$ cat src/hdl/orange_vision_pkg.sv
package orange_vision_pkg;

    // One RGB444 colour channel
    typedef logic [3:0] color_t;

    // Steering result reported once per complete row
    typedef enum logic [2:0] {
        DIR_NONE   = 3'd0,
        DIR_LEFT   = 3'd1,
        DIR_RIGHT  = 3'd2,
        DIR_CENTER = 3'd3
    } direction_t;

    // Width of the column and row counters
    localparam int COORD_W = 10;

    // Orange box in RGB444 space
    // Strong red, moderate green, very little blue
    localparam color_t ORANGE_RED_MIN   = 4'd12;
    localparam color_t ORANGE_GREEN_MIN = 4'd4;
    localparam color_t ORANGE_GREEN_MAX = 4'd9;  // Above this it turns yellow
    localparam color_t ORANGE_BLUE_MAX  = 4'd3;

endpackage

$ cat src/hdl/pixel_stream_if.sv
`timescale 1ns/10ps

// Tagged pixel passed between pipeline stages, one strobe per pixel
interface pixel_stream_if;

    logic                                 valid;
    orange_vision_pkg::color_t            red;
    orange_vision_pkg::color_t            green;
    orange_vision_pkg::color_t            blue;
    logic [orange_vision_pkg::COORD_W-1:0] col;
    logic                                 is_orange;
    logic                                 line_end;   // Last pixel of a complete row
    logic                                 frame_end;  // Last pixel of the last row

    modport source (
        output valid, red, green, blue, col, is_orange, line_end, frame_end
    );

    modport sink (
        input valid, red, green, blue, col, is_orange, line_end, frame_end
    );

endinterface

$ cat src/hdl/raster_tracker.sv
`timescale 1ns/10ps

module raster_tracker #(
    parameter int FRAME_WIDTH  = 320,
    parameter int FRAME_HEIGHT = 240
) (
    input  logic                      clk,
    input  logic                      rst_n,
    input  logic                      vsync,
    input  logic                      href,
    input  orange_vision_pkg::color_t red,
    input  orange_vision_pkg::color_t green,
    input  orange_vision_pkg::color_t blue,
    pixel_stream_if.source            px
);

    localparam int CW = orange_vision_pkg::COORD_W;
    localparam logic [CW-1:0] LAST_COL = CW'(FRAME_WIDTH - 1);
    localparam logic [CW-1:0] LAST_ROW = CW'(FRAME_HEIGHT - 1);

    logic                      vsync_q;
    logic                      href_q;
    orange_vision_pkg::color_t red_q;
    orange_vision_pkg::color_t green_q;
    orange_vision_pkg::color_t blue_q;

    logic [CW-1:0] col_cnt;
    logic [CW-1:0] row_cnt;
    logic          overrun;      // Row width reached, extra pixels dropped until href falls
    logic          accept;
    logic          at_line_end;

    assign accept      = href_q && !vsync_q && !overrun;
    assign at_line_end = (col_cnt == LAST_COL);

    // Camera input register
    always_ff @(posedge clk) begin
        if (!rst_n) begin
            vsync_q <= 1'b0;
            href_q  <= 1'b0;
        end else begin
            vsync_q <= vsync;
            href_q  <= href;
        end
    end

    always_ff @(posedge clk) begin
        red_q   <= red;
        green_q <= green;
        blue_q  <= blue;
    end

    // Column and row position
    always_ff @(posedge clk) begin
        if (!rst_n) begin
            col_cnt <= '0;
            row_cnt <= '0;
            overrun <= 1'b0;
        end else if (vsync_q) begin
            col_cnt <= '0;  // New frame
            row_cnt <= '0;
            overrun <= 1'b0;
        end else if (!href_q) begin
            col_cnt <= '0;  // Blanking, a partial row is abandoned
            overrun <= 1'b0;
        end else if (accept) begin
            if (at_line_end) begin
                col_cnt <= '0;
                overrun <= 1'b1;
                row_cnt <= (row_cnt == LAST_ROW) ? '0 : row_cnt + 1'b1;
            end else begin
                col_cnt <= col_cnt + 1'b1;
            end
        end
    end

    // Output stage
    always_ff @(posedge clk) begin
        if (!rst_n) begin
            px.valid <= 1'b0;
        end else begin
            px.valid <= accept;
        end
    end

    always_ff @(posedge clk) begin
        if (accept) begin
            px.red       <= red_q;
            px.green     <= green_q;
            px.blue      <= blue_q;
            px.col       <= col_cnt;
            px.line_end  <= at_line_end;
            px.frame_end <= at_line_end && (row_cnt == LAST_ROW);
        end
    end

    assign px.is_orange = 1'b0;  // Filled in by the colour detector

    a_col_in_row: assert property (@(posedge clk) disable iff (!rst_n)
        px.valid |-> (px.col < CW'(FRAME_WIDTH)));

endmodule

$ cat src/hdl/orange_color_detect.sv
`timescale 1ns/10ps

module orange_color_detect (
    input  logic           clk,
    input  logic           rst_n,
    pixel_stream_if.sink   in_px,
    pixel_stream_if.source out_px
);

    logic red_ok;
    logic green_ok;
    logic blue_ok;
    logic hit;

    // Threshold box test
    assign red_ok   = (in_px.red >= orange_vision_pkg::ORANGE_RED_MIN);
    assign green_ok = (in_px.green >= orange_vision_pkg::ORANGE_GREEN_MIN)
                   && (in_px.green <= orange_vision_pkg::ORANGE_GREEN_MAX);
    assign blue_ok  = (in_px.blue <= orange_vision_pkg::ORANGE_BLUE_MAX);
    assign hit      = red_ok && green_ok && blue_ok;

    always_ff @(posedge clk) begin
        if (!rst_n) begin
            out_px.valid <= 1'b0;
        end else begin
            out_px.valid <= in_px.valid;
        end
    end

    // Pixel payload moves on with its decision attached
    always_ff @(posedge clk) begin
        if (in_px.valid) begin
            out_px.red       <= in_px.red;
            out_px.green     <= in_px.green;
            out_px.blue      <= in_px.blue;
            out_px.col       <= in_px.col;
            out_px.line_end  <= in_px.line_end;
            out_px.frame_end <= in_px.frame_end;
            out_px.is_orange <= hit;
        end
    end

    // One output pixel per input pixel, exactly one cycle later
    a_one_stage: assert property (@(posedge clk) disable iff (!rst_n)
        out_px.valid |-> $past(in_px.valid));

endmodule

$ cat src/hdl/orange_classification.sv
`timescale 1ns/10ps

module orange_classification #(
    parameter int FRAME_WIDTH  = 320,
    parameter int FRAME_HEIGHT = 240,
    parameter int LEFT_END     = 100,
    parameter int RIGHT_START  = 295,
    parameter int COVERAGE_PCT = 25
) (
    input  logic                          clk,
    input  logic                          rst_n,
    pixel_stream_if.sink                  px,
    output orange_vision_pkg::direction_t direction,
    output logic                          direction_valid,
    output logic                          orange_detected,
    output logic                          coverage_valid
);

    localparam int CW     = orange_vision_pkg::COORD_W;
    localparam int CNT_W  = $clog2(FRAME_WIDTH + 1);
    localparam int TOT_W  = $clog2(FRAME_WIDTH * FRAME_HEIGHT + 1);
    localparam int PROD_W = TOT_W + 7;  // Room for the total times 100
    localparam logic [PROD_W-1:0] COVER_LIMIT =
        PROD_W'(COVERAGE_PCT * FRAME_WIDTH * FRAME_HEIGHT);

    logic [CNT_W-1:0] left_cnt;
    logic [CNT_W-1:0] center_cnt;
    logic [CNT_W-1:0] right_cnt;
    logic [TOT_W-1:0] total_cnt;

    logic [CNT_W-1:0] left_next;
    logic [CNT_W-1:0] center_next;
    logic [CNT_W-1:0] right_next;
    logic [TOT_W-1:0] total_next;
    logic [PROD_W-1:0] total_scaled;

    logic row_start;
    logic hit;
    logic in_left;
    logic in_center;
    logic in_right;
    orange_vision_pkg::direction_t dir_next;

    assign hit       = px.valid && px.is_orange;
    assign row_start = (px.col == '0);  // Also drops counts left over from a partial row
    assign in_left   = (px.col < CW'(LEFT_END));
    assign in_center = !in_left && (px.col < CW'(RIGHT_START));
    assign in_right  = !in_left && !in_center;

    // Counts including the current pixel
    assign left_next   = (row_start ? '0 : left_cnt) + CNT_W'(hit && in_left);
    assign center_next = (row_start ? '0 : center_cnt) + CNT_W'(hit && in_center);
    assign right_next  = (row_start ? '0 : right_cnt) + CNT_W'(hit && in_right);
    assign total_next  = total_cnt + TOT_W'(hit);

    assign total_scaled = PROD_W'(total_next) * PROD_W'(100);

    // Ordered steering rule, right wins ties against nothing
    always_comb begin
        if (right_next > left_next) begin
            dir_next = orange_vision_pkg::DIR_RIGHT;
        end else if ((center_next > left_next) && (center_next > right_next)) begin
            dir_next = orange_vision_pkg::DIR_CENTER;
        end else if (left_next > right_next) begin
            dir_next = orange_vision_pkg::DIR_LEFT;
        end else begin
            dir_next = orange_vision_pkg::DIR_NONE;
        end
    end

    // Zone and frame counters
    always_ff @(posedge clk) begin
        if (!rst_n) begin
            left_cnt   <= '0;
            center_cnt <= '0;
            right_cnt  <= '0;
            total_cnt  <= '0;
        end else if (px.valid) begin
            if (px.line_end) begin
                left_cnt   <= '0;
                center_cnt <= '0;
                right_cnt  <= '0;
            end else begin
                left_cnt   <= left_next;
                center_cnt <= center_next;
                right_cnt  <= right_next;
            end
            // Total runs from one frame end to the next, partial rows included
            total_cnt <= px.frame_end ? '0 : total_next;
        end
    end

    // Results, held between strobes
    always_ff @(posedge clk) begin
        if (!rst_n) begin
            direction       <= orange_vision_pkg::DIR_NONE;
            direction_valid <= 1'b0;
            orange_detected <= 1'b0;
            coverage_valid  <= 1'b0;
        end else begin
            direction_valid <= px.valid && px.line_end;
            coverage_valid  <= px.valid && px.frame_end;
            if (px.valid && px.line_end) begin
                direction <= dir_next;
            end
            if (px.valid && px.frame_end) begin
                orange_detected <= (total_scaled > COVER_LIMIT);
            end
        end
    end

    // A frame end is always the line end of the last row
    a_cov_with_dir: assert property (@(posedge clk) disable iff (!rst_n)
        coverage_valid |-> direction_valid);

endmodule

$ cat src/hdl/orange_vision_top.sv
`timescale 1ns/10ps

module orange_vision_top #(
    parameter int FRAME_WIDTH  = 320,
    parameter int FRAME_HEIGHT = 240,
    parameter int LEFT_END     = 100,
    parameter int RIGHT_START  = 295,
    parameter int COVERAGE_PCT = 25
) (
    input  logic                          clk,
    input  logic                          rst_n,
    input  logic                          vsync,
    input  logic                          href,
    input  orange_vision_pkg::color_t     red,
    input  orange_vision_pkg::color_t     green,
    input  orange_vision_pkg::color_t     blue,
    output orange_vision_pkg::direction_t direction,
    output logic                          direction_valid,
    output logic                          orange_detected,
    output logic                          coverage_valid
);

    pixel_stream_if trk_if ();  // Tracker to detector
    pixel_stream_if det_if ();  // Detector to classifier

    raster_tracker #(
        .FRAME_WIDTH  (FRAME_WIDTH),
        .FRAME_HEIGHT (FRAME_HEIGHT)
    ) tracker_i (
        .clk   (clk),
        .rst_n (rst_n),
        .vsync (vsync),
        .href  (href),
        .red   (red),
        .green (green),
        .blue  (blue),
        .px    (trk_if.source)
    );

    orange_color_detect detect_i (
        .clk    (clk),
        .rst_n  (rst_n),
        .in_px  (trk_if.sink),
        .out_px (det_if.source)
    );

    orange_classification #(
        .FRAME_WIDTH  (FRAME_WIDTH),
        .FRAME_HEIGHT (FRAME_HEIGHT),
        .LEFT_END     (LEFT_END),
        .RIGHT_START  (RIGHT_START),
        .COVERAGE_PCT (COVERAGE_PCT)
    ) classify_i (
        .clk             (clk),
        .rst_n           (rst_n),
        .px              (det_if.sink),
        .direction       (direction),
        .direction_valid (direction_valid),
        .orange_detected (orange_detected),
        .coverage_valid  (coverage_valid)
    );

endmodule

$ cat config.mk
export PLATFORM = sky130hd
export DESIGN_NAME = orange_vision_top
export DESIGN_NICKNAME = d
export VERILOG_FILES = /design/src/hdl/orange_vision_pkg.sv /design/src/hdl/pixel_stream_if.sv /design/src/hdl/raster_tracker.sv /design/src/hdl/orange_color_detect.sv /design/src/hdl/orange_classification.sv /design/src/hdl/orange_vision_top.sv
export SDC_FILE = /design/constraint.sdc
export NUM_CORES = 1
export LEC_CHECK = 0
export BUFFER_PORTS_ARGS = -buffer_cell sky130_fd_sc_hd__buf_4
export CORE_MARGIN = 2
export CORE_UTILIZATION = 57
export CTS_CLUSTER_DIAMETER = 150
export DETAILED_ROUTE_END_ITERATION = 10
export HOLD_SLACK_MARGIN = 0.08
export PLACE_DENSITY = 0.84
export SYNTH_ARGS = -nofsm -noshare
export SYNTH_HDL_FRONTEND = slang
export SYNTH_SLANG_ARGS = --single-unit
$ cat constraint.sdc
create_clock -name clk -period 5.06 [get_ports clk]
set_clock_uncertainty 0.2 [all_clocks]
set_input_delay 0.506 -clock clk [delete_from_list [all_inputs] [get_ports clk]]
set_output_delay 0.506 -clock clk [all_outputs]
set_load 0.01 [all_outputs]
# Word level (Yosys, flattened, before mapping)
# Cells that the tools add are included.
# Widths: inputs -> output; s select.
totals:
  register_bits: 124
  inputBits: 16
  output_inout_bits: 6
  word_cells: 86
classes:
  add_sub_neg: 6
  mul: 1
  order_cmp: 11
  n_eq_ne: 2
  muxes: 12
  bitwise_logic: 2
  reduce_logical: 24
op_table:
  columns: ["operator", "n"]
  rows:
  - ["$mux 9", 6]
  - ["$gt 9x9->1", 4]
  - ["$add 9x1->9", 3]
  - ["$gt 24x21->1 const B", 1]
  - ["$mul 17x5->22 const B", 1]
  - ["$add 10x1->10 const B", 2]
  - ["$mux 10", 2]
  - ["$add 17x1->17", 1]
  - ["$mux 17", 1]
  - ["$logic_and 1x1->1", 15]
  - ["$eq 10x8->1 const B", 1]
  - ["$eq 10x9->1 const B", 1]
  - ["$logic_not 10->1", 1]
  - ["$lt 10x7->1 const B", 1]
  - ["$lt 10x9->1 const B", 1]
  - ["$mux 3", 2]
  - ["$ge 4x3->1 const B", 1]
  - ["$ge 4x4->1 const B", 1]
  - ["$le 4x2->1 const B", 1]
  - ["$le 4x4->1 const B", 1]
  - ["$logic_not 1->1", 4]
  - ["$reduce_and 3->1", 1]
  - ["$reduce_or 3->1", 1]
  - ["$not 1->1", 2]
  - ["3 further kinds", 3]

# Logic depth before layout (Yosys ltp)
logic_depth:
  ltp_word: 11
  mapped_depth: 25
  depth_no_buf: 22

# Hierarchy
# From an unflattened synthesis, not the netlist that was laid out.
unflattened:
  cells_unflattened: 864
  area_unflattened_um2: 8130.3
by_module_without_submodules:
  columns: ["mod", "n_inst", "cells_per_inst", "area_per_inst_um2", "seq_area_each_um2"]
  rows:
  - ["orange_classification", 1, 653, 5198.7, 980.9]
  - ["raster_tracker", 1, 180, 2119.5, 1441.4]
  - ["orange_color_detect", 1, 31, 812.0, 770.7]

# Worst setup path after synthesis
# OpenSTA, ideal clock, no wires.
synth_timing:
  path_type: "register -> register"
  from: "register detect_i.out_px.valid"
  to: "register classify_i.orange_detected"
  setup_time_ps: 132
  arrival_ps: 5183
  required_time_ps: 4728
  setup_slack_ps: -455
  stages_incl_launch_ff: 24
  path_buffers: 3
  synth_period_minus_slack_ps: 5515
  path_cell_list: "dfxtp_1 clkbuf_1 clkbuf_1 nand2_1 inv_1 ha_1 nand3_1 nor2_1 nand3_1 xnor2_1 ha_1 ha_1 inv_1 fa_1 inv_1 ha_1 buf_2 a2111oi_2 o21ai_1 a21o_1 nand2_1 mux2_2 nor4_1 o32ai_1"
synth_via:
  elab_chain_cells: 4
  word_cells_on_any_way: 5
  cone_classes: "add/sub (1); mul (1); order compare (1); reduce/logical (2)"
synth_rtl:
  columns: ["element", "line", "rtl"]
  rows:
  - ["from (decl)", "pixel_stream_if.sv:16", "output valid, red, green, blue, col, is_orange, line_end, frame_end"]
  - ["$logic_and 1x1->1", "orange_classification.sv:44", "assign hit = px.valid && px.is_orange;"]
  - ["$add 17x1->17", "orange_classification.sv:54", "assign total_next = total_cnt + TOT_W'(hit);"]
  - ["$mul 17x5->22", "orange_classification.sv:56", "assign total_scaled = PROD_W'(total_next) * PROD_W'(100);"]
  - ["$gt 24x21->1", "orange_classification.sv:107", "orange_detected <= (total_scaled > COVER_LIMIT);"]
  - ["to (signal assigned)", "orange_classification.sv:107", null]
  - ["to (decl)", "orange_classification.sv:15", "output logic orange_detected,"]
# Parallel ways exist; a longest one is shown, timed or not.
# A chain may end at the register's enable or synchronous reset.

# Worst setup path in the final report
layout_timing:
  from: "register classify_i.total_cnt[4]"
  to: "register classify_i.orange_detected"
layout_via:
  elab_chain_cells: 3
layout_rtl:
  columns: ["element", "line", "rtl"]
  rows:
  - ["from (decl)", "orange_classification.sv:29", "logic [TOT_W-1:0] total_cnt;"]
  - ["from (signal assigned)", "orange_classification.sv:89", "total_cnt <= px.frame_end ? '0 : total_next;"]
  - ["$add 17x1->17", "orange_classification.sv:54", null]
  - ["$mul 17x5->22", "orange_classification.sv:56", null]
  - ["$gt 24x21->1", "orange_classification.sv:107", null]
# No other way between the ends.

==> results.yml <==
finish:
  diodes: 0
  drive_gt1_frac: 0.1019
  n_fill_cell: 955
  final_core_util: 0.6693
  fin_cells: 1079
  final_nets: 1012
  area_growth_pct: 15.27
sta:
  min_period_ps: 4857
  finalCritPeriodShare: 0.9598
  slew_headroom: 0.1767
  worst_pin_slew_ps: 1232
  fmax_mhz: 205.9
  slew_viol_final: 0
  final-hold-violation-count: 0
  setup_violations: 0
  whs_ps: 93.68
routing:
  viasPerCell: 5.618
  drc_errors: 0
  wirelength_mm: 16.19
  wl_per_cell_um: 15.00
  postRouteAntennaNets: 0
  drt_iter0_drc: 382
  firstDrtPassIters: 5
  vias: 6062
synth:
  synth.cell_area_sq_um: 7629
  yosysTopAreaCellShare: 0.2126
  synth.top_cells.by_count: "inv_1, ha_1, dfxtp_1, nand2_1, nor2b_1"
  synth_edf_count: 32
  synthesis.nets: 982
  yosysTopAreaCell: "dfxtp_1"
  synth_area_per_cell_sq_um: 8.870
  synth_ff_type: "dfxtp_1"
  ys_types: 68
  syn_inst: 860
  synth_seq_area_share: 0.3385
  synth-seq-cells: 113
  async_reset_ff_frac: 0
  synth_area_leaders: "dfxtp_1, ha_1, edfxtp_1, inv_1, nor2b_1"
  yosys_warnings: 0
  synth_most_common_cell: "inv_1"
setup_path:
  cp_common_cell: "inv_1"
  r2r-start: "classify_i.total_cnt[4]$_SDFFE_PN0P_"
  cpPeakStageDelay_ps: 540
  reg2reg_to: "classify_i.orange_detected$_SDFFE_PN0P_"
  reg2reg_depth: 19
  worstPathBufferInverterCount: 3
  start_kind: "register"
  end_kind: "register"
  crit_family: "adder cells"
  crit_required_ps: 5170
  arrival_ps: 4970
  critPathKind: "reg -> reg"
  reg2reg_slack_ps: 200
  crit_path_max_fanout: 7
  cpMaxStageDelayCell: "fa_1"
  cp_cell_sequence: "nand4_2, nor3_4, and4_1, nand2_1, xnor2_2, inv_1, ha_1, ha_1, inv_1, fa_1, inv_1, ha_4, o21ai_0, and2_1, o21a_1, a211oi_1, o2111ai_1, nor4_2, o32ai_1"
power:
  power_per_cell_area_nw_per_um2: 259.1
  ir_worst_vdd_mv: 0.2972
  fin_total_pwr_mw: 2.278
  power.leakage_nw: 3.997
hold_path:
  min_path_type: "in -> reg"
  min_from: "vsync"
  whs_path_depth: 2
  min_to: "tracker_i.vsync_q$_SDFF_PN0_"
floorplan:
  core_sq_um: 13140
  initial_utilization: 0.5807
  rows: 42
  die-area_sq_um: 14320
  die_h_um: 119.7
  io-pin-count: 22
  die_w_um: 119.7
placement:
  place.gp.congestion: 0.8384
  dp_hpwl_mm: 10.72
  place_inst: 1035
  io_buffers: 15
cts:
  path_clk_slew_ps: 60
  clock_sinks: 113
  cts-buffers-inserted: 17
  clockBufferDepth: 2
  cts_root_buffer: "clkbuf_16"
  cts_tree: "built"
  h-tree-depth: 4
  clkLatencyLatePin_ps: 430
global_route:
  grt_pass1_wl_mm: 26.54
  grt_start_max_net_pins: 55
  grt_pass1_vias: 5852
  grt_usage: 0.2278
  grt-ovfl-total: 0
  antenna_found_initial: 0
run_status:
  outcome: "finished, final reports clean"
flow_run:
  maxCapViolCount: 0
## worst max path at each step
stage | startpoint | to | cells past startpoint
after global placement | detect_i.out_px.is_orange$_DFFE_PP_ | classify_i.orange_detected$_SDFFE_PN0P_ | 20
after detailed placement | detect_i.out_px.valid$_SDFF_PN0_ | classify_i.orange_detected$_SDFFE_PN0P_ | 20
final | classify_i.total_cnt[4]$_SDFFE_PN0P_ | classify_i.orange_detected$_SDFFE_PN0P_ | 19
after global routing | detect_i.out_px.valid$_SDFF_PN0_ | classify_i.orange_detected$_SDFFE_PN0P_ | 19
after CTS | detect_i.out_px.is_orange$_DFFE_PP_ | classify_i.orange_detected$_SDFFE_PN0P_ | 20
after floorplan | detect_i.out_px.valid$_SDFF_PN0_ | classify_i.orange_detected$_SDFFE_PN0P_ | 25
## area by class of cell
cell class              count  area, sq um  area share
flip-flops and latches    113         2584      0.2938
clock buffers              22        495.5     0.05635
well taps                 176        220.2     0.02504
inverters                 100        375.4     0.04269
multi-input cells         620         4667      0.5307
clock inverters            10        146.4     0.01665
repair buffers             38        305.3     0.03472
## stage by stage
step	area, sq um	setup TNS (ps)	setup WS, ps
floorplan	7676	0	53.05
global placement	7963	0	251.0
detailed placement	7963	0	123.2
CTS	8685	0	66.25
global route	8793	-108.2	-108.2
finish	8793	0	203.5
## repair_timing
action,CTS,global route
hold buffers,8,0
setup endpoints to repair,0,1
endpoints found under the hold margin,8,0
buffers inserted,0,4
resized for setup,0,13
## cells by family after synthesis
kind of cell / count (synthesis) / share of synthesized area
AND/OR/NAND/NOR: 299 / 0.2083
flip-flops: 113 / 0.3385
multiplexers: 3 / 0.004100
AO/OA/AOI/OAI: 148 / 0.1243
buffers and inverters: 127 / 0.06429
adder cells (fa/ha/maj): 106 / 0.1847
other: 1 / 0.0004916
XOR/XNOR: 63 / 0.07528
## metal layers
layer | track usage | vias to the layer above | wire [um]
li1 | - | 3021 | -
met1 | 0.2856 | 2860 | 7127
met2 | 0.3889 | 147 | 8056
met3 | 0.04610 | 34 | 670
met4 | 0.08309 | 0 | 333
met5 | 0 | - | 0
## power by group
part,internal (mW),leakage [nW],switching (mW),total [mW]
clock,0.847,0.309,0.442,1.29
combinational,0.0172,2.76,0.0205,0.0377
sequential,0.945,0.930,0.00649,0.951
total,1.81,4.00,0.469,2.28
## worst register-to-register path, delay by kind of cell, from the launching register on
kind	cells	cell delay, ps
fa+ha+maj	4	1430
compound gates	5	830
simple gates	6	1290
xor+xnor	1	230
flops	1	500
buf+inv	3	250
## state kept, by name (all words and copies together) (netlist names), 2 cells and up
signal and cells:
classify_i.center_cnt 9, tracker_i.green_q 3, tracker_i.row_cnt 10, tracker_i.col_cnt 10, tracker_i.px.blue 2, tracker_i.blue_q 2, classify_i.total_cnt 17, classify_i.left_cnt 9
tracker_i.px.green 3, classify_i.direction 2, tracker_i.px.col 10, classify_i.right_cnt 9, detect_i.out_px.col 10, tracker_i.px.red 2, tracker_i.red_q 2
## layout by cell type, fill, tap and decap left out, types with 16 or more instances in the layout
cell / synthesis / layout
nand3_1: 29 / 27
a21oi_1: 51 / 49
o21ai_0: 23 / 23
clkbuf_16: 0 / 18
and2_1: 31 / 31
ha_1: 95 / 93
inv_1: 99 / 99
nand2_1: 58 / 58
xor2_1: 31 / 29
xnor2_1: 29 / 27
nor2b_1: 55 / 55
nor3_1: 16 / 16
dfxtp_1: 81 / 80
edfxtp_1: 32 / 32
buf_4: 2 / 30
o22ai_1: 17 / 17
nor2_1: 53 / 51
No activity file was read; power rests on OpenSTA's default activity.
